[src/l1_cache_pkg.sv]
//##############################
// geometry is fixed, direct mapped, 2 words per block
// frame layout {valid, dirty, tag, data}, data word 0 in the low bits
// addresses at or above NONCACHE_START bypass the cache
//##############################

package l1_cache_pkg;

    // processor word and block geometry
    localparam int WORD_W      = 32;
    localparam int BE_W        = WORD_W / 8;             // byte enables per word
    localparam int BLOCK_WORDS = 2;
    localparam int BLOCK_W     = WORD_W * BLOCK_WORDS;   // 64

    // 64 sets of one block each, 512 bytes of data
    localparam int N_SETS   = 64;
    localparam int SET_BITS = 6;
    localparam int OFS_BITS = 1;
    localparam int TAG_BITS = WORD_W - SET_BITS - OFS_BITS - 2;   // 23

    // frame bit positions
    localparam int FRAME_W = 2 + TAG_BITS + BLOCK_W;   // 89
    localparam int V_POS   = FRAME_W - 1;
    localparam int D_POS   = FRAME_W - 2;
    localparam int TAG_LSB = BLOCK_W;

    localparam logic [WORD_W-1:0] NONCACHE_START = 32'hF000_0000;

    // controller states
    localparam logic [2:0] S_CLEAR     = 3'd0;   // reset sweep
    localparam logic [2:0] S_LOOKUP    = 3'd1;
    localparam logic [2:0] S_FETCH     = 3'd2;
    localparam logic [2:0] S_WRITEBACK = 3'd3;
    localparam logic [2:0] S_FLUSH     = 3'd4;   // flush sweep

    // one address word, seen either as the bus value or as cache fields
    typedef union packed {
        logic [WORD_W-1:0] raw;
        struct packed {
            logic [TAG_BITS-1:0] tag;
            logic [SET_BITS-1:0] set;
            logic [OFS_BITS-1:0] ofs;
            logic [1:0]          byte_bits;   // always ignored by the cache
        } f;
    } cache_addr_u;

endpackage

[src/cache_lookup.sv]
//##############################
// purely combinational
// frame must be the array output for the set of proc_addr
// victim_addr has zero offset and byte bits
//##############################

`timescale 1ns/1ns

module cache_lookup import l1_cache_pkg::*; (
    input  logic [WORD_W-1:0]  proc_addr,
    input  logic [BE_W-1:0]    proc_byte_en,
    input  logic [FRAME_W-1:0] frame,
    output logic               hit,
    output logic               pass_through,
    output logic [WORD_W-1:0]  hit_word,
    output logic               victim_dirty,
    output logic [WORD_W-1:0]  victim_addr,
    output logic [WORD_W-1:0]  byte_keep
);

    cache_addr_u         req;
    cache_addr_u         vic;
    logic [TAG_BITS-1:0] stored_tag;

    assign req.raw    = proc_addr;
    assign stored_tag = frame[TAG_LSB +: TAG_BITS];

    assign pass_through = proc_addr >= NONCACHE_START;
    assign hit = frame[V_POS] && (stored_tag == req.f.tag) && !pass_through;

    // word select within the block
    assign hit_word = frame[req.f.ofs*WORD_W +: WORD_W];

    // victim block lives at the stored tag in the same set
    always_comb begin
        vic.raw         = '0;
        vic.f.tag       = stored_tag;
        vic.f.set       = req.f.set;
    end

    assign victim_dirty = frame[V_POS] & frame[D_POS];
    assign victim_addr  = vic.raw;

    // one keep bit per data bit, set where the byte is not written
    always_comb begin
        for (int i = 0; i < BE_W; i++) begin
            byte_keep[i*8 +: 8] = {8{~proc_byte_en[i]}};
        end
    end

endmodule

[config.mk]
export PLATFORM = sky130hd
export DESIGN_NAME = cache_lookup
export DESIGN_NICKNAME = d
export VERILOG_FILES = /design/src/l1_cache_pkg.sv /design/src/cache_lookup.sv
export SDC_FILE = /design/constraint.sdc
export NUM_CORES = 1
export LEC_CHECK = 0
export ABC_AREA = 1
export BUFFER_PORTS_ARGS = -buffer_cell sky130_fd_sc_hd__buf_2
export CAP_MARGIN = 10
export CORE_AREA = 2 2 87 89
export DETAILED_ROUTE_END_ITERATION = 12
export DIE_AREA = 0 0 89 91
export SLEW_MARGIN = 20
export SYNTH_ARGS = -nofsm -noshare
export SYNTH_HDL_FRONTEND = slang
export SYNTH_SLANG_ARGS = --single-unit
[constraint.sdc]
create_clock -name vclk -period 0.8
set_input_delay 0.04 -clock vclk [all_inputs]
set_output_delay 0.04 -clock vclk [all_outputs]
set_load 0.01 [all_outputs]
## After elaboration in Yosys (flattened, before gate mapping)

Index checks and enable logic that the tools add are counted.

- Add/sub/neg operators: 0
- $mul: 0
- Divide/modulo/power cells: 0
- Magnitude comparators: 1
- Eq/ne operators: 1
- Shift-type cells: 1
- Multiplexer cells: 0
- Bitwise operators: 5
- Reduce and logical (&&, ||, !) cells: 3

Operator list:

| operator | count |
|---|---|
| $shiftx A89 B7 Y32 | 1 |
| $ge A32 B32 Y1 const B | 1 |
| $eq A23 B23 Y1 | 1 |
| $not A1 Y1 | 4 |
| $logic_and A1 B1 Y1 | 2 |
| $and A1 B1 Y1 | 1 |
| $logic_not A1 Y1 | 1 |

- Bits in registers: 0
- Latch bits: 0
- Memory bits (writable): 0
- Bits in read-only memories: 0
- Bits of input ports: 125
- Logic and storage cells: 11
- Memories: 0

## Longest topological paths before layout

- Depth in word-level cells: 3
- Mapped depth: 8
- Mapped depth without buffers: 8

## Worst setup path before layout

OpenSTA, ideal clock, no wires.

- Kind: input -> output
- Start: input port proc_addr[2]
- End: output port hit_word[0]
- Arrival: 0.607 ns
- Setup slack: 0.153 ns
- Cell stages on the path: 3
- Path buffers: 2
- Cell sequence: buf_6 > buf_12 > mux2_4

- Word-level cells in the longest chain between the ends: 1

Ends and longest elaborated chain:

| item | RTL line | text |
|---|---|---|
| start: declaration | cache_lookup.sv:10 | `input logic [WORD_W-1:0] proc_addr,` |
| $shiftx A89 B7 Y32 | cache_lookup.sv:32 | `assign hit_word = frame[req.f.ofs*WORD_W +: WORD_W];` |
| end: declaration | cache_lookup.sv:15 | `output logic [WORD_W-1:0] hit_word,` |

Every way passes these cells.

## Worst setup path after layout

- Start: input port frame[82]
- End: output port hit

- Word-level cells in the longest chain between the ends: 3

Ends and longest elaborated chain:

| item | RTL line | text |
|---|---|---|
| start: declaration | cache_lookup.sv:12 | `input logic [FRAME_W-1:0] frame,` |
| $eq A23 B23 Y1 | cache_lookup.sv:29 | `assign hit = frame[V_POS] && (stored_tag == req.f.tag) && !pass_through;` |
| $logic_and A1 B1 Y1 (2 in a row) | cache_lookup.sv:29 |  |
| end: declaration | cache_lookup.sv:13 | `output logic hit,` |

Every way passes these cells.

==> flow_metrics.env <==
export IMPL_hp_class="input pin to output pin"
export IMPL_syn_cell_area_mm2=0.00152
export IMPL_critPathRequiredTime_ps=760
export IMPL_start_util=0.212
export IMPL_synth_top_area_cell="buf_4"
export IMPL_grt_use_total=0.103
export IMPL_arrival_ps=840
export IMPL_fin_ws_ps=-79.3
export IMPL_finalSetupViolCount=1
export IMPL_grt_start_max_net_pins=11
export IMPL_finalMaxSlewViolations=0
export IMPL_path_max_fanout=3
export IMPL_finalWirelength_mm=5.39
export IMPL_grt_antenna_before_repair=0
export IMPL_place_congestion=0.775
export IMPL_yosysWarnings=0
export IMPL_dieArea_mm2=0.00810
export IMPL_die_w_um=89
export IMPL_viasPerCell=3.64
export IMPL_grt_pass1_wl_mm=6.86
export IMPL_synthTopCellsByArea="buf_4, mux2_4, nand2_1"
export IMPL_numPortBuffers=207
export IMPL_ys_seq_area_frac=0
export IMPL_regArea_um2=0
export IMPL_synthCells=228
export IMPL_drc=0
export IMPL_wl_per_cell_um=11.2
export IMPL_io_pin_count=224
export IMPL_layout_min_cycle_time_ps=879
export IMPL_p_leak_nw=1.70
export IMPL_ir_worst_vdd_uv=213
export IMPL_tns_ps=-79.3
export IMPL_dp_cells=479
export IMPL_dr_total_vias=1753
export IMPL_crit_path_end_kind="output pin"
export IMPL_min_from="proc_addr[3]"
export IMPL_syn_avg_cell_area_um2=6.65
export IMPL_status="complete, but fails checks"
export IMPL_hold_viol_final=0
export IMPL_layout_drive_gt1_share=0.697
export IMPL_final_nets=510
export IMPL_period_share=1.10
export IMPL_globalRouteOverflowTotal=0
export IMPL_violations="setup timing"
export IMPL_power_mw=1.47
export IMPL_diodes=0
export IMPL_start_kind="input pin"
export IMPL_drt_pass1_iterations=4
export IMPL_synth_top_area_frac=0.297
export IMPL_synth_most_common_cell="nand2_1"
export IMPL_clkbuf_count=0
export IMPL_drt_antenna_violating_nets=0
export IMPL_cts_hold_repair_buffers=0
export IMPL_min_path_cells=0
export IMPL_yosys_top_cells_count="nand2_1, buf_4, inv_1, mux2_4, nor2_1"
export IMPL_ys_types=16
export IMPL_grt_setup_unrepaired="yes"
export IMPL_instances_no_fill=482
export IMPL_core_mm2=0.00714
export IMPL_grt_pass1_vias=1509
export IMPL_seq_cells=0
export IMPL_drt_iter0_drc=22
export IMPL_post_dp_hpwl_mm=4.45
export IMPL_whs_endpoint="victim_addr[3]"
export IMPL_die_h_um=91
export IMPL_powerDensity_mw_per_mm2=573
export IMPL_drv_cap=0
export IMPL_syn_to_final_growth_pct=69.6
export IMPL_rows=31
export IMPL_crit_type="input pin to output pin"
export IMPL_timing_fmax_mhz=1140
cells by family (layout without fill, tap and decap cells):
group / count (synthesis) / count (layout) / share of synthesized area
multiplexers: 32 / 32 / 0.312
other: 1 / 3 / 0.00247
buffers and inverters: 110 / 263 / 0.458
AO/OA/AOI/OAI: 2 / 2 / 0.00825
AND/OR/NAND/NOR: 80 / 80 / 0.202
XOR/XNOR: 3 / 3 / 0.0173
worst max-delay path: stages:
cell	delay, ps
buf_2	110
inv_1	40
nand2_1	60
nand2_2	50
nor2_2	100
nand2_1	50
nor2_1	80
nand2_1	100
nor2_2	80
buf_2	130
how the worst max path moves through the flow:
stage / from / end / slack [ps] / cells past startpoint
floorplan: proc_addr[2] / hit_word[0] / 150 / 3
global placement: proc_addr[2] / hit_word[13] / -120 / 4
detailed placement: proc_addr[2] / hit_word[13] / -110 / 4
CTS: frame[72] / hit / -100 / 10
global route: proc_addr[22] / hit / -180 / 10
finish: frame[82] / hit / -80 / 10
final cells by class:
type / instances / area [um^2]
fillers: 789 / 4570
repair buffers: 217 / 1400
multi-input cells: 120 / 870
inverters: 46 / 175
well taps: 99 / 124
stage by stage:
stage          hold slack (ps)  setup WS, ps  area, um^2   util
2_1_floorplan              169           153        1520      -
3_3_place_gp              80.1          -115        2230  0.312
3_5_place_dp              80.1          -111        2230  0.312
4_1_cts                   80.1          -103        2340  0.328
5_1_grt                   80.0          -181        2570  0.360
6_report                  80.0         -79.3        2570  0.360
where the power goes:
part | internal [mW] | total, mW | switching [mW]
clock network | 0 | 0 | 0
registers | 0 | 0 | 0
logic | 0.846 | 1.47 | 0.627
layout by cell type (no fill, tap or decap):
| master | count |
|---|---|
| buf_12 | 2 |
| buf_16 | 2 |
| buf_2 | 176 |
| buf_4 | 5 |
| buf_6 | 27 |
| buf_8 | 4 |
| clkbuf_16 | 1 |
| conb_1 | 3 |
| inv_1 | 42 |
| inv_2 | 3 |
| inv_4 | 1 |
| mux2_4 | 32 |
| nand2_1 | 56 |
| nand2_2 | 8 |
| nand3_1 | 1 |
| nand4_1 | 1 |
| nor2_1 | 8 |
| nor2_2 | 6 |
| o211ai_1 | 1 |
| o21ai_1 | 1 |
| xnor2_1 | 2 |
| xor2_1 | 1 |
routing by layer:
metal / up-vias / share of wire / GRT usage
met5: - / 0 / 0
met4: 0 / 0.0069 / 0.00373
met3: 4 / 0.050 / 0.000909
met2: 78 / 0.53 / 0.190
met1: 751 / 0.41 / 0.140
li1: 920 / - / -
what timing repair did:
item | CTS | global route
setup endpoints to repair | 33 | 9
gates cloned | 2 | 1
pin swaps | 8 | 23
resized for setup | 19 | 49
buffers inserted | 0 | 0
(Power assumes the default switching activity.)
