<file path="src/l1_cache_pkg.sv">
//##############################
// geometry is fixed, direct mapped, 2 words per block
// frame layout {valid, dirty, tag, data}, data word 0 in the low bits
// addresses at or above NONCACHE_START bypass the cache
//##############################

package l1_cache_pkg;

    // processor word and block geometry
    localparam int WORD_W      = 32;
    localparam int BE_W        = WORD_W / 8;             // byte enables per word
    localparam int BLOCK_WORDS = 2;
    localparam int BLOCK_W     = WORD_W * BLOCK_WORDS;   // 64

    // 64 sets of one block each, 512 bytes of data
    localparam int N_SETS   = 64;
    localparam int SET_BITS = 6;
    localparam int OFS_BITS = 1;
    localparam int TAG_BITS = WORD_W - SET_BITS - OFS_BITS - 2;   // 23

    // frame bit positions
    localparam int FRAME_W = 2 + TAG_BITS + BLOCK_W;   // 89
    localparam int V_POS   = FRAME_W - 1;
    localparam int D_POS   = FRAME_W - 2;
    localparam int TAG_LSB = BLOCK_W;

    localparam logic [WORD_W-1:0] NONCACHE_START = 32'hF000_0000;

    // controller states
    localparam logic [2:0] S_CLEAR     = 3'd0;   // reset sweep
    localparam logic [2:0] S_LOOKUP    = 3'd1;
    localparam logic [2:0] S_FETCH     = 3'd2;
    localparam logic [2:0] S_WRITEBACK = 3'd3;
    localparam logic [2:0] S_FLUSH     = 3'd4;   // flush sweep

    // one address word, seen either as the bus value or as cache fields
    typedef union packed {
        logic [WORD_W-1:0] raw;
        struct packed {
            logic [TAG_BITS-1:0] tag;
            logic [SET_BITS-1:0] set;
            logic [OFS_BITS-1:0] ofs;
            logic [1:0]          byte_bits;   // always ignored by the cache
        } f;
    } cache_addr_u;

endpackage

</file>
<file path="src/cache_sweep.sv">
//##############################
// counter rests at set 0 between sweeps
// a flush pulse is held until the controller takes it
//##############################

`timescale 1ns/1ns

module cache_sweep import l1_cache_pkg::*; (
    input  logic                CLK,
    input  logic                nRST,
    input  logic                flush,
    input  logic                step,
    input  logic                flush_taken,
    output logic [SET_BITS-1:0] sweep_set,
    output logic                sweep_last,
    output logic                flush_pending
);

    assign sweep_last = (sweep_set == SET_BITS'(N_SETS - 1));

    always_ff @(posedge CLK, negedge nRST) begin
        if (!nRST) begin
            sweep_set <= '0;
        end else if (step) begin
            sweep_set <= sweep_last ? '0 : sweep_set + 1'b1;   // wrap after last set
        end
    end

    // a new pulse wins over a take in the same cycle, so it is not dropped
    always_ff @(posedge CLK, negedge nRST) begin
        if (!nRST) begin
            flush_pending <= 1'b0;
        end else if (flush) begin
            flush_pending <= 1'b1;
        end else if (flush_taken) begin
            flush_pending <= 1'b0;
        end
    end

    // a flush is only taken from lookup, never while a sweep is stepping
    a_step_vs_take: assert property (
        @(posedge CLK) disable iff (!nRST) !(step && flush_taken))
        else $error("sweep step and flush take in the same cycle");

endmodule

</file>
<file path="config.mk">
export PLATFORM = sky130hd
export DESIGN_NAME = cache_sweep
export DESIGN_NICKNAME = d
export VERILOG_FILES = /design/src/l1_cache_pkg.sv /design/src/cache_sweep.sv
export SDC_FILE = /design/constraint.sdc
export NUM_CORES = 1
export LEC_CHECK = 0
export BUFFER_PORTS_ARGS = -buffer_cell sky130_fd_sc_hd__buf_4
export CELL_PAD_IN_SITES_DETAIL_PLACEMENT = 1
export CELL_PAD_IN_SITES_GLOBAL_PLACEMENT = 1
export CORE_AREA = 2 2 39 41
export DETAILED_ROUTE_END_ITERATION = 10
export DIE_AREA = 0 0 41 43
export PLACE_DENSITY_LB_ADDON = 0.08
export SETUP_SLACK_MARGIN = 0.4
export SYNTH_ARGS = -nofsm -noshare
export SYNTH_HDL_FRONTEND = slang
export SYNTH_SLANG_ARGS = --single-unit
</file>
<file path="constraint.sdc">
create_clock -name CLK -period 3.2 [get_ports CLK]
set_input_delay 0 -clock CLK [delete_from_list [all_inputs] [get_ports CLK]]
set_output_delay 0 -clock CLK [all_outputs]
set_load 0.005 [all_outputs]
</file>
* After elaboration in Yosys (flattened, before gate mapping)
Cells that the tools add are included. Widths: inputs -> output; s select.
Storage, ports and cells: register bits after elaboration 7
Cells by class: muxes and demuxes 3, equal/unequal tests 1, add/subtract/negate cells 1, reductions and logical operators 1
Operator list (count):
- $add 6x1->6 const B | 1
- $eq 6x6->1 const B | 1
- $mux 6 | 1
- $mux 1 | 2
- $reduce_bool 2->1 | 1

* Longest topological paths before layout
word-level depth 2, mapped depth 4, depth with buffers taken out 4

* Worst setup path before layout
OpenSTA, ideal clock, no wires.
path kind register -> register, from register sweep_set[0], to register sweep_set[3], required time 3.070 ns, stages on the path, launching flop included 5, arrival 0.973 ns, clock period less this slack 1.104 ns, slack 2.096 ns, cells stage by stage dfrtp_1 -> ha_1 -> nand3_1 -> o211ai_1 -> o21ai_0
Between the ends: longest elaborated chain between the ends 2, elaborated cells on any way between the ends 3, classes of those cells add/sub: 1; eq/ne: 1; mux: 1
Ends and longest elaborated chain:
- start: declaration | RTL line cache_sweep.sv:14 | output logic [SET_BITS-1:0] sweep_set,
- start signal: assignment | RTL line cache_sweep.sv:25 | sweep_set <= sweep_last ? '0 : sweep_set + 1'b1;
- $add 6x1->6 / $eq 6x6->1 (equally long branches) | RTL line cache_sweep.sv:25, cache_sweep.sv:19
- $mux 6 * | RTL line cache_sweep.sv:25
Mark *: on every way between the ends. The rest lies on a longest branch, timed or not. A chain may end at the register's enable or synchronous reset.

* Worst setup path after layout
Ends and elaborated chain as after synthesis.

==> results <==
- The tree is rooted in a sky130_fd_sc_hd__clkbuf_4.
- The number of sinks driven by the clock tree is 7.
- The number of nets in the final layout is 55.
- Once the clock tree was built, the resizer swapped 0 gates to a different size.
- The total length of routed wires is 792 um.
- Clock tree synthesis inserted a total of 3 buffers.
- The effective utilization at floorplan is 23.33%.
- The number of routed nets with antenna violations is 0.
- The power density relative to cell area is 868.6 nW/um^2.
- The launching element type of the critical path is a register.
- The number of antenna diodes in the final layout is 0.
- Of the cells placed in the final design, the portion with a size suffix greater than 1 is 35.42%.
- The largest net degree at the start of global routing is 8.
- The die outline area is 1763 sq um.
- The first-pass GRT wire length is 1248 um.
- The number of instances in the synthesized netlist is 30.
- The library cells used most frequently in the layout, excluding fill and tap cells, are 12 x sky130_fd_sc_hd__buf_4, 7 x sky130_fd_sc_hd__dfrtp_1, 4 x sky130_fd_sc_hd__nand2_1, 4 x sky130_fd_sc_hd__nor2_1.
- The worst setup path is captured at a register.
- Setup repair after global routing left no endpoint under its margin.
- After floorplanning, the core was divided into 14 placement rows.
- The critical hold path startpoint is flush_taken.
- The routability congestion estimate is 0.6364.
- The via count of the first global-routing pass is 307.
- The clock tree from TritonCTS is done.
- After filler insertion, the fill cell instance count of the layout stands at 166.
- The largest single stage delay on the critical path is 0.43 ns.
- The die span in y is 43 um.
- The maximum clock frequency is 813.4 MHz.
- The number of DRC violations after detailed routing is 0.
- For the pin with the worst max-slew slack, the measured transition is 0.2441 ns.
- When the netlist entered floorplanning its net count stood at 36.
- Global routing finished with a remaining overflow of 0.
- The depth of the worst register-to-register path is 4.
- The H-tree level count is 1.
- Measured along the x axis, the die boundary spans 41 um.
- The master of the slowest instance on the critical path is sky130_fd_sc_hd__dfrtp_1.
- The growth of design area from synthesis to finish is 48.45%.
- The violation count after the first detailed-routing iteration is 1.
- Input and output buffers added on the ports amount to 12.
- The total setup violations reported at the end of the flow is 0.
- Adding up every negative setup slack in the final design gives 0 ns.
- Dividing the detail-routed wire length by the instance count gives 12.38 um.
- The cell count along the critical path is 4.
- The arrival time reported for the critical path endpoint is 1.36 ns.
- The number of flip-flops and latches in the synthesized netlist is 7.
- The clock slew at the register clock pins of the worst setup and hold paths is 0.06 ns.
- After synthesis, flip-flops and latches occupy 54.26% of the total area.
- IR analysis of the VDD net gives a maximum drop of 0.3432 mV.
- The total power is 0.4162 mW.
- The number of distinct standard cells referenced by the synthesized netlist is 15.
- The termination of the worst setup path is sweep_set[3].
- The clock reaches the later pin of the worst-skew pair after 0.25 ns.
- Yosys printed 0 warnings.
- The overall via count from detail_route is 290.
- The startpoint of the lowest-slack register-to-register path is sweep_set[0].
- Dividing the detail-routed via count by the number of cells gives 4.531.
- The worst-path maximum fanout is 4.
- The number of top-level pins is 13.
- In this run the worst setup path begins at sweep_set[0].
- The hold violation total from the final report came to 0.
- The detailed-router iteration count before antenna repair is 2.
- Traced cell by cell, the critical path runs through ha_1 > nand3_1 > o211ai_1 > o21ai_0.
- Headroom to the max-slew limit came out at 83.73%.
- The clock arrives with 0.005674 ns of skew.
- The synthesized area is 322.8 sq um.
- The data required time of the critical path is 3.33 ns.
- The kind of critical path is reg2reg.
- The number of max-slew violations in the final report is 0.
- Across the run, the number of max-cap violations was 0.
- The library cell used most frequently in the layout, excluding fill and tap cells, is sky130_fd_sc_hd__buf_4.
- Global routing consumed, over all layers together, 10.92% of the routing resources.
- Dividing the final minimum period by the clock period gives 38.42%.
- The per-instance average area after synthesis is 10.76 sq um.
- The cell family contributing the most delay on the critical path is flip-flops.
- The placeable core area is 1384 sq um.
- The class of the tightest hold or removal check is in2reg.
- Setup slack on the worst reg-to-reg path comes out at 1.97 ns.
- The number of buffer and inverter stages on the critical path is 0.
- The shortest clock period the worst path allows after layout is 1.229 ns.
- The clock passes through at most 2 buffers.
- The run finished with clean final reports.
- The worst reg2reg path endpoint is sweep_set[3].
- The static power due to leakage is 0.2200 nW.
- The initial antenna violation count is 0.
timing repair:
action,in CTS,in global routing
hold buffers,2,0
endpoints found under the hold margin,8,0
buffers inserted,0,0
synth_stat cells (all sizes together):
cell type | count | area [sq um]
o21ai | 1 | 5.000
mux2 | 1 | 11.26
nor2 | 4 | 15.01
nand3 | 2 | 10.01
nand4 | 2 | 18.77
ha | 1 | 12.51
dfrtp | 7 | 175.2
o21ba | 1 | 10.01
xnor2 | 3 | 26.28
nand2 | 4 | 15.01
a21oi | 1 | 5.000
o211ai | 1 | 7.510
inv | 1 | 3.750
a21o | 1 | 7.510
per-layer routing:
layer  global-route usage, %  part of all wire (%)  vias to the layer above
met5                       0                     0                        -
met4                   8.000                     0                        0
met3                   3.141                   6.9                        0
met2                   16.25                    51                       11
met1                   12.50                    42                      139
li1                        -                     -                      140
registers in the layout (all words and copies together), names as in the netlist:
name	count
sweep_set	6
flush_pending	1
where the power goes:
part	internal, mW	switching [mW]
Sequential	0.127	0.0582
Clock	0.0477	0.0349
Combinational	0.0930	0.0550
Total	0.268	0.148
stage by stage:
step	std cells	util (%)	area [sq um]	hold slack [ns]	setup WS [ns]
6_report	64	34.63	479.2	0.03253	1.971
3_3_place_gp	58	31.28	432.9	-0.1819	2.034
2_1_floorplan	30	-	322.8	-0.2956	2.096
5_1_grt	64	34.63	479.2	0.04904	1.835
4_1_cts	64	34.63	479.2	0.02910	1.970
3_5_place_dp	58	31.28	432.9	-0.1799	1.977
area by class of cell:
type,count,area (sq um),area share [%]
clock buffers,4,26.28,5.483
inverters,1,3.754,0.7833
multi-input cells,22,143.9,30.03
flip-flops and latches,7,175.2,36.55
well taps,16,20.02,4.178
repair buffers,14,110.1,22.98
logic make-up after synthesis:
| family | synth area share (%) |
|---|---|
| AOI/OAI and AO/OA | 10.85 |
| xor gates and xnor gates | 8.141 |
| adders and majority gates | 3.875 |
| buffers and inverters | 1.162 |
| DFF | 54.26 |
| muxes | 3.488 |
| and+or+nand+nor | 18.22 |
worst min path at each step:
| stage | to | slack, ns | cells after the start |
|---|---|---|---|
| after global routing | flush_pending | 0.05 | 3 |
| after floorplan | flush_pending | -0.30 | 0 |
| after CTS | flush_pending | 0.03 | 3 |
| after detailed placement | sweep_set[5] | -0.18 | 1 |
| after global placement | flush_pending | -0.18 | 1 |
| final | flush_pending | 0.03 | 3 |
tightest hold or removal path: cells and delay by family:
kind | cells | cell delay, ns
buffers and inverters | 2 | 0.14
AO/OA/AOI/OAI | 1 | 0.10
(Power assumes the default switching activity.)
