**src/l1_cache_pkg.sv**
```systemverilog
//##############################
// geometry is fixed, direct mapped, 2 words per block
// frame layout {valid, dirty, tag, data}, data word 0 in the low bits
// addresses at or above NONCACHE_START bypass the cache
//##############################

package l1_cache_pkg;

    // processor word and block geometry
    localparam int WORD_W      = 32;
    localparam int BE_W        = WORD_W / 8;             // byte enables per word
    localparam int BLOCK_WORDS = 2;
    localparam int BLOCK_W     = WORD_W * BLOCK_WORDS;   // 64

    // 64 sets of one block each, 512 bytes of data
    localparam int N_SETS   = 64;
    localparam int SET_BITS = 6;
    localparam int OFS_BITS = 1;
    localparam int TAG_BITS = WORD_W - SET_BITS - OFS_BITS - 2;   // 23

    // frame bit positions
    localparam int FRAME_W = 2 + TAG_BITS + BLOCK_W;   // 89
    localparam int V_POS   = FRAME_W - 1;
    localparam int D_POS   = FRAME_W - 2;
    localparam int TAG_LSB = BLOCK_W;

    localparam logic [WORD_W-1:0] NONCACHE_START = 32'hF000_0000;

    // controller states
    localparam logic [2:0] S_CLEAR     = 3'd0;   // reset sweep
    localparam logic [2:0] S_LOOKUP    = 3'd1;
    localparam logic [2:0] S_FETCH     = 3'd2;
    localparam logic [2:0] S_WRITEBACK = 3'd3;
    localparam logic [2:0] S_FLUSH     = 3'd4;   // flush sweep

    // one address word, seen either as the bus value or as cache fields
    typedef union packed {
        logic [WORD_W-1:0] raw;
        struct packed {
            logic [TAG_BITS-1:0] tag;
            logic [SET_BITS-1:0] set;
            logic [OFS_BITS-1:0] ofs;
            logic [1:0]          byte_bits;   // always ignored by the cache
        } f;
    } cache_addr_u;

endpackage

```
**src/cache_ctrl.sv**
```systemverilog
//##############################
// processor holds its request until proc_busy is low
// flush waits for lookup, so a miss in progress finishes first
// mem_busy high holds state and all memory outputs
//##############################

`timescale 1ns/1ns

module cache_ctrl import l1_cache_pkg::*; (
    input  logic                CLK,
    input  logic                nRST,
    input  logic                proc_ren,
    input  logic                proc_wen,
    input  logic [WORD_W-1:0]   proc_addr,
    input  logic [WORD_W-1:0]   proc_wdata,
    input  logic [BE_W-1:0]     proc_byte_en,
    output logic [WORD_W-1:0]   proc_rdata,
    output logic                proc_busy,
    output logic                mem_ren,
    output logic                mem_wen,
    output logic [WORD_W-1:0]   mem_addr,
    output logic [BLOCK_W-1:0]  mem_wdata,
    output logic [BE_W-1:0]     mem_byte_en,
    input  logic [BLOCK_W-1:0]  mem_rdata,
    input  logic                mem_busy,
    input  logic                hit,
    input  logic                pass_through,
    input  logic [WORD_W-1:0]   hit_word,
    input  logic                victim_dirty,
    input  logic [WORD_W-1:0]   victim_addr,
    input  logic [WORD_W-1:0]   byte_keep,
    input  logic [FRAME_W-1:0]  frame,
    output logic [SET_BITS-1:0] arr_sel,
    output logic                arr_wen,
    output logic [FRAME_W-1:0]  arr_wdata,
    output logic [FRAME_W-1:0]  arr_wmask,
    input  logic [SET_BITS-1:0] sweep_set,
    input  logic                sweep_last,
    input  logic                flush_pending,
    output logic                step,
    output logic                flush_taken,
    output logic                flush_done
);

    logic [2:0]          state;
    logic [2:0]          next_state;
    cache_addr_u         req;
    cache_addr_u         line_addr;    // block aligned request
    cache_addr_u         flush_addr;   // victim block of the swept set
    logic [OFS_BITS-1:0] ofs;
    logic                block_xfer;

    always_comb begin
        req.raw               = proc_addr;
        line_addr             = req;
        line_addr.f.ofs       = '0;
        line_addr.f.byte_bits = '0;
        flush_addr.raw        = victim_addr;
        flush_addr.f.set      = sweep_set;   // lookup rebuilt it with the request set
    end

    assign ofs = req.f.ofs;

    always_ff @(posedge CLK, negedge nRST) begin
        if (!nRST) begin
            state <= S_CLEAR;
        end else begin
            state <= next_state;
        end
    end

    always_comb begin
        next_state  = state;
        proc_busy   = 1'b1;
        proc_rdata  = '0;
        mem_ren     = 1'b0;
        mem_wen     = 1'b0;
        mem_addr    = '0;
        mem_wdata   = '0;
        mem_byte_en = '1;          // whole word lanes for block moves
        arr_sel     = req.f.set;
        arr_wen     = 1'b0;
        arr_wdata   = '0;
        arr_wmask   = '1;
        step        = 1'b0;
        flush_taken = 1'b0;
        flush_done  = 1'b0;

        case (state)
            S_CLEAR: begin
                arr_sel   = sweep_set;
                arr_wen   = 1'b1;
                arr_wmask = '0;    // whole frame to zero
                step      = 1'b1;
                if (sweep_last) begin
                    flush_done = 1'b1;
                    next_state = S_LOOKUP;
                end
            end
            S_LOOKUP: begin
                if (flush_pending) begin
                    flush_taken = 1'b1;
                    next_state  = S_FLUSH;
                end else if (proc_ren || proc_wen) begin
                    if (pass_through) begin
                        // single word in lane 0, disabled bytes zero
                        mem_ren     = proc_ren;
                        mem_wen     = proc_wen;
                        mem_addr    = proc_addr;
                        mem_byte_en = proc_byte_en;
                        mem_wdata   = {{(BLOCK_W-WORD_W){1'b0}}, proc_wdata & ~byte_keep};
                        proc_busy   = mem_busy;
                        proc_rdata  = mem_rdata[WORD_W-1:0];
                    end else if (hit) begin
                        proc_busy  = 1'b0;
                        proc_rdata = hit_word;
                        if (proc_wen) begin
                            arr_wen                          = 1'b1;
                            arr_wdata[ofs*WORD_W +: WORD_W]  = proc_wdata;
                            arr_wmask[ofs*WORD_W +: WORD_W]  = byte_keep;
                            arr_wdata[D_POS]                 = 1'b1;
                            arr_wmask[D_POS]                 = 1'b0;
                        end
                    end else begin
                        next_state = victim_dirty ? S_WRITEBACK : S_FETCH;
                    end
                end
            end
            S_FETCH: begin
                mem_ren  = 1'b1;
                mem_addr = line_addr.raw;
                if (!mem_busy) begin
                    // fresh clean frame with the request tag
                    arr_wen    = 1'b1;
                    arr_wmask  = '0;
                    arr_wdata  = {1'b1, 1'b0, req.f.tag, mem_rdata};
                    next_state = S_LOOKUP;
                end
            end
            S_WRITEBACK: begin
                mem_wen   = 1'b1;
                mem_addr  = victim_addr;
                mem_wdata = frame[BLOCK_W-1:0];
                if (!mem_busy) begin
                    arr_wen          = 1'b1;   // drop valid and dirty
                    arr_wmask[V_POS] = 1'b0;
                    arr_wmask[D_POS] = 1'b0;
                    next_state       = S_FETCH;
                end
            end
            S_FLUSH: begin
                arr_sel = sweep_set;
                if (victim_dirty) begin
                    mem_wen   = 1'b1;
                    mem_addr  = flush_addr.raw;
                    mem_wdata = frame[BLOCK_W-1:0];
                end
                // clean sets go in one cycle, dirty ones wait for memory
                if (!victim_dirty || !mem_busy) begin
                    arr_wen   = 1'b1;
                    arr_wmask = '0;
                    step      = 1'b1;
                    if (sweep_last) begin
                        flush_done = 1'b1;
                        next_state = S_LOOKUP;
                    end
                end
            end
            default: next_state = S_CLEAR;
        endcase
    end

    // everything outside lookup moves whole blocks
    assign block_xfer = (state != S_LOOKUP) && (mem_ren || mem_wen);

    a_one_dir: assert property (@(posedge CLK) disable iff (!nRST) !(mem_ren && mem_wen))
        else $error("memory read and write requested together");

    a_block_aligned: assert property (
        @(posedge CLK) disable iff (!nRST) block_xfer |-> mem_addr[OFS_BITS+1:0] == '0)
        else $error("block transfer on an unaligned address");

endmodule

```
**config.mk**
```make
export PLATFORM = sky130hd
export DESIGN_NAME = cache_ctrl
export DESIGN_NICKNAME = d
export VERILOG_FILES = /design/src/l1_cache_pkg.sv /design/src/cache_ctrl.sv
export SDC_FILE = /design/constraint.sdc
export NUM_CORES = 1
export LEC_CHECK = 0
export ABC_AREA = 1
export BUFFER_PORTS_ARGS = -buffer_cell sky130_fd_sc_hd__buf_2
export CORE_AREA = 2 2 258 260
export DETAILED_ROUTE_END_ITERATION = 10
export DIE_AREA = 0 0 260 262
export GPL_TIMING_DRIVEN = 0
export PLACE_DENSITY = 0.38
export SLEW_MARGIN = 40
export SYNTH_ARGS = -nofsm -noshare
export SYNTH_HDL_FRONTEND = slang
export SYNTH_SLANG_ARGS = --single-unit
```
**constraint.sdc**
```tcl
create_clock -name CLK -period 3.6 [get_ports CLK]
set_clock_uncertainty 0.1 [all_clocks]
set_input_delay 0.18 -clock CLK [delete_from_list [all_inputs] [get_ports CLK]]
set_output_delay 0.18 -clock CLK [all_outputs]
set_load 0.02 [all_outputs]
```
# [Word-level counts from Yosys, hierarchy flattened]
# Index checks and enable logic that the tools add are counted.
# Widths: inputs -> output; s select.
[word_totals] ff_bits=3 in_bits=333 out_inout_bits=323 word_cells=103
[classes] add_sub_neg=1 n_eq_ne=10 shift=3 mux=75 n_bitwise=5 reduce_logical=8
[ops] operator="$mux 89" n=13
[ops] operator="$mux 32" n=12
[ops] operator="$pmux 87 s4" n=1
[ops] operator="$pmux 64 s3" n=1
[ops] operator="$pmux 89 s2" n=1
[ops] operator="$shiftx 32x34->89" n=2
[ops] operator="$pmux 32 s4" n=1
[ops] operator="$and 89x89->89" n=1
[ops] operator="$not 89->89" n=1
[ops] operator="$or 89x89->89" n=1
[ops] operator="$shift 32x34->89 const A" n=1
[ops] operator="$mux 64" n=1
[ops] operator="$neg 6->34" n=1
[ops] operator="$and 32x32->32" n=1
[ops] operator="$not 32->32" n=1
[ops] operator="$mux 1" n=24
[ops] operator="$mux 3" n=8
[ops] operator="$mux 4" n=4
[ops] operator="$pmux 3 s5" n=1
[ops] operator="$pmux 2 s5" n=1
[ops] operator="$ne 3x3->1 const B" n=3
[ops] operator="$eq 3x2->1 const B" n=2
[ops] operator="$mux 6" n=1
[ops] operator="$ne 2x2->1 const B" n=3
[ops] operator="11 further kinds" n=16

# [Logic depth before layout (Yosys ltp)]
[depth] ltp_word=10 depth_mapped=11

# [Least setup slack after synthesis]
# Ideal clock, no wire load.
[synth_path] path_type="register to output" start="register state[0]" end="output port arr_wmask[65]" t_arrival_ns=1.943 required_ns=3.320 setup_slack_ns=1.377 path_stages_with_launch=9 n_path_buf=4 cell_sequence="dfrtp_1 buf_4 inv_4 nand2_4 a22oi_1 buf_2 clkbuf_2 nand2_1 buf_4"
[synth_between] elab_chain_len=2
[synth_rtl] item="start: declaration" line_no="cache_ctrl.sv:45" source="logic [2:0] state;"
[synth_rtl] item="start signal: assignment" line_no="cache_ctrl.sv:68" source="state <= next_state;"
[synth_rtl] item="$eq 3x3->1 (tied with other cells)" line_no="cache_ctrl.sv:89" source="case (state)"
[synth_rtl] item="$pmux 87 s4 (*)" line_no="cache_ctrl.sv:89"
[synth_rtl] item="end: declaration" line_no="cache_ctrl.sv:36" source="output logic [FRAME_W-1:0] arr_wmask,"
# Mark *: on every way between the ends. The rest lies on a longest branch, timed or not.

# [Worst setup path after layout]
[layout_path] start="register state[2]" end="output port arr_wdata[48]"
[layout_between] elab_chain_len=2
[layout_rtl] item="$eq 3x2->1 or $eq 3x1->1 (tied branches)" line_no="cache_ctrl.sv:89"
[layout_rtl] item="$pmux 89 s2 (*)" line_no="cache_ctrl.sv:89"
[layout_rtl] item="end: declaration" line_no="cache_ctrl.sv:35" source="output logic [FRAME_W-1:0] arr_wdata,"
# Marked as above.

==> flow_metrics.py <==
metrics = {
    "layout": {
        "largest_reg_flops": 3,
        "layout_common_cells": "buf_2 (651), nand2_1 (255), inv_1 (168)",
        "final_cells": 2438,
        "final_core_util_pct": 13.5,
        "nets": 1903,
        "area_growth_pct": 97.7,
        "top_register": "state",
        "final_common_cell": "buf_2",
        "reg_top3": "state (3)",
        "drive_above_1_share_pct": 48.1,
    },
    "yosys": {
        "ys_seq_elements": 3,
        "netlist-cell-type-count": 27,
        "syn_area_sq_um": 4440,
        "yosysWarnings": 0,
        "synth_ff_type": "dfrtp_1",
        "syn_inst": 934,
        "synthArstFlopShare_pct": 100,
        "synth_edf_count": 0,
        "syn_area_per_cell_sq_um": 4.76,
        "synthesis.nets": 1267,
        "synth-seq-area-share_pct": 1.69,
    },
    "grt": {
        "grt_use_total_pct": 16.5,
        "grt_pass1_wl_mm": 75.8,
        "grt_overflow": 0,
        "grt_pass1_vias": 8592,
        "antenna_found_initial": 37,
        "grt_max_degree": 24,
    },
    "routing": {
        "wirelength_mm": 59.8,
        "first_pass_iters": 5,
        "detail_route.wl_per_cell_um": 24.5,
        "drtIter0Drc": 580,
        "detail-route-antenna-nets": 0,
        "vias": 8766,
        "vias_per_cell": 3.60,
        "route.detailed.drc": 0,
    },
    "critical_path": {
        "reg2reg_to": "state[2]$_DFFE_PN0P_",
        "critPathLaunch": "state[2]$_DFFE_PN0P_",
        "r2r_start": "state[0]$_DFFE_PN0P_",
        "worstRegToRegCells": 8,
        "critPathKind": "flip-flop to output port",
        "startpoint_type": "flip-flop",
        "crit_end": "arr_wdata[48]",
        "r2r_setup_slack_ns": 1.87,
        "crit_required_ns": 3.32,
        "crit_path_end_kind": "output port",
        "critPathMaxFanout": 10,
        "cp.arrival_ns": 2.79,
    },
    "run_status": {
        "status": "finished clean",
    },
    "clock_tree": {
        "postCtsSetupRepairBufs": 0,
        "cts_tree": "yes",
        "hold_buffers": 1,
        "clkLatencyLatePin_ns": 0.22,
        "clockBufferDepth": 2,
        "cts_buffers": 3,
        "path_clk_slew_ns": 0.03,
        "clock_sinks": 3,
        "htreeDepth": 1,
        "root_buffer": "clkbuf_16",
        "cts-resized-gates": 0,
    },
    "timing": {
        "hold_viol": 0,
        "fin_crit_ns": 3.07,
        "slew_headroom_pct": 47.5,
        "finalCritPeriodShare_pct": 85.4,
        "setup_violations": 0,
        "slew_viol_final": 0,
        "finalSetupTns_ns": 0,
        "max_clock_freq_mhz": 325,
        "rsz0062_at_grt": "no",
        "worstMarginPinSlew_ns": 0.788,
    },
    "die": {
        "design.portCount": 656,
        "core_area_sq_um": 65300,
        "start_util_pct": 6.81,
        "die_x_um": 260,
        "die-area_sq_um": 68100,
        "rows": 94,
        "fp.dieH_um": 262,
    },
    "run": {
        "cap_viol_max_count": 0,
    },
    "placement": {
        "gp_congestion": 0.917,
        "place_inst": 2428,
        "place_hpwl_mm": 53.8,
        "port_buffers": 630,
    },
    "pwr": {
        "max-vdd-ir-drop_mv": 0.666,
        "leakage_nw": 5.39,
        "p_per_area_nw_per_um2": 672,
        "total_power_w": 0.00591,
    },
    "min_path": {
        "worstHoldPathType": "input pin to asynchronous set/reset pin",
    },
}
## routing by layer
layer	vias to the layer above	global-route usage [%]	part of all wire [%]
met3	74	4.36	9.0
met1	3979	19.6	40
met4	18	2.84	2.1
met2	550	30.0	48
li1	4145	-	-
met5	-	0	0.19
## synthesized netlist by cell type (3+ instances only)
master     count  area share, %
dfrtp_1        3            1.7
nor3_2        20            4.5
nand3_1       48            5.4
buf_1          3           0.25
buf_2         21            2.4
inv_2          5           0.42
o22ai_1       24            3.4
nor2_1       125             11
or2_2         26            3.7
inv_1        168             14
nor3_1        13            1.5
buf_4         27            4.6
buf_6          5            1.3
o2bb2ai_1     33            6.5
nand2_1      255             22
clkbuf_1      31            2.6
o21ai_0      114             13
## critical path, stage by stage (launching register included)
cell,delay [ns]
dfrtp_1,0.46
nor2_2,0.21
nand3_4,0.14
nor2_1,0.37
buf_2,0.54
nand2_1,0.35
o21ai_0,0.28
buf_2,0.20
## how the worst min path moves through the flow
stage	from	end	slack, ns	cells past startpoint
finish	nRST	state[2]$_DFFE_PN0P_	0.20	2
global route	nRST	state[2]$_DFFE_PN0P_	0.20	2
floorplan	nRST	state[0]$_DFFE_PN0P_	-0.22	0
global placement	nRST	state[2]$_DFFE_PN0P_	-0.12	1
detailed placement	nRST	state[2]$_DFFE_PN0P_	-0.12	1
CTS	nRST	state[2]$_DFFE_PN0P_	0.20	2
## area by class of cell
type	instances	area [sq um]
Antenna cell	5	12.5
Buffer	88	505
Clock buffer	4	78.8
Fill cell	7973	56500
Inverter	175	659
Multi-Input combinational cell	668	3210
Sequential cell	3	75.1
Tap cell	864	1080
Timing Repair Buffer	631	3160
## power by group
| group | switching, W | internal (W) | leakage (nW) |
|---|---|---|---|
| clock | 0.0000299 | 0.000146 | 0.0382 |
| combinational | 0.00395 | 0.00172 | 5.32 |
| sequential | 0.0000157 | 0.0000477 | 0.0382 |
| total | 0.00400 | 0.00191 | 5.39 |
## metrics by stage
step | hold WS (ns) | area, sq um | setup WS, ns
5_1_grt | 0.198 | 8780 | 0.108
4_1_cts | 0.200 | 8780 | 0.162
3_5_place_dp | -0.120 | 8690 | 0.365
3_3_place_gp | -0.121 | 8680 | 0.429
6_report | 0.195 | 8790 | 0.527
2_1_floorplan | -0.216 | 4440 | 1.38
## logic make-up (layout without fill, tap and decap cells)
| family | count (synthesis) | in the layout | synth area share (%) |
|---|---|---|---|
| AND/OR/NAND/NOR | 496 | 496 | 49.4 |
| buffers and inverters | 263 | 898 | 26.0 |
| AO/OA/AOI/OAI | 172 | 172 | 22.9 |
| flip-flops | 3 | 3 | 1.69 |
| other | 0 | 5 | 0 |
Power figures use the tool's default switching activity.
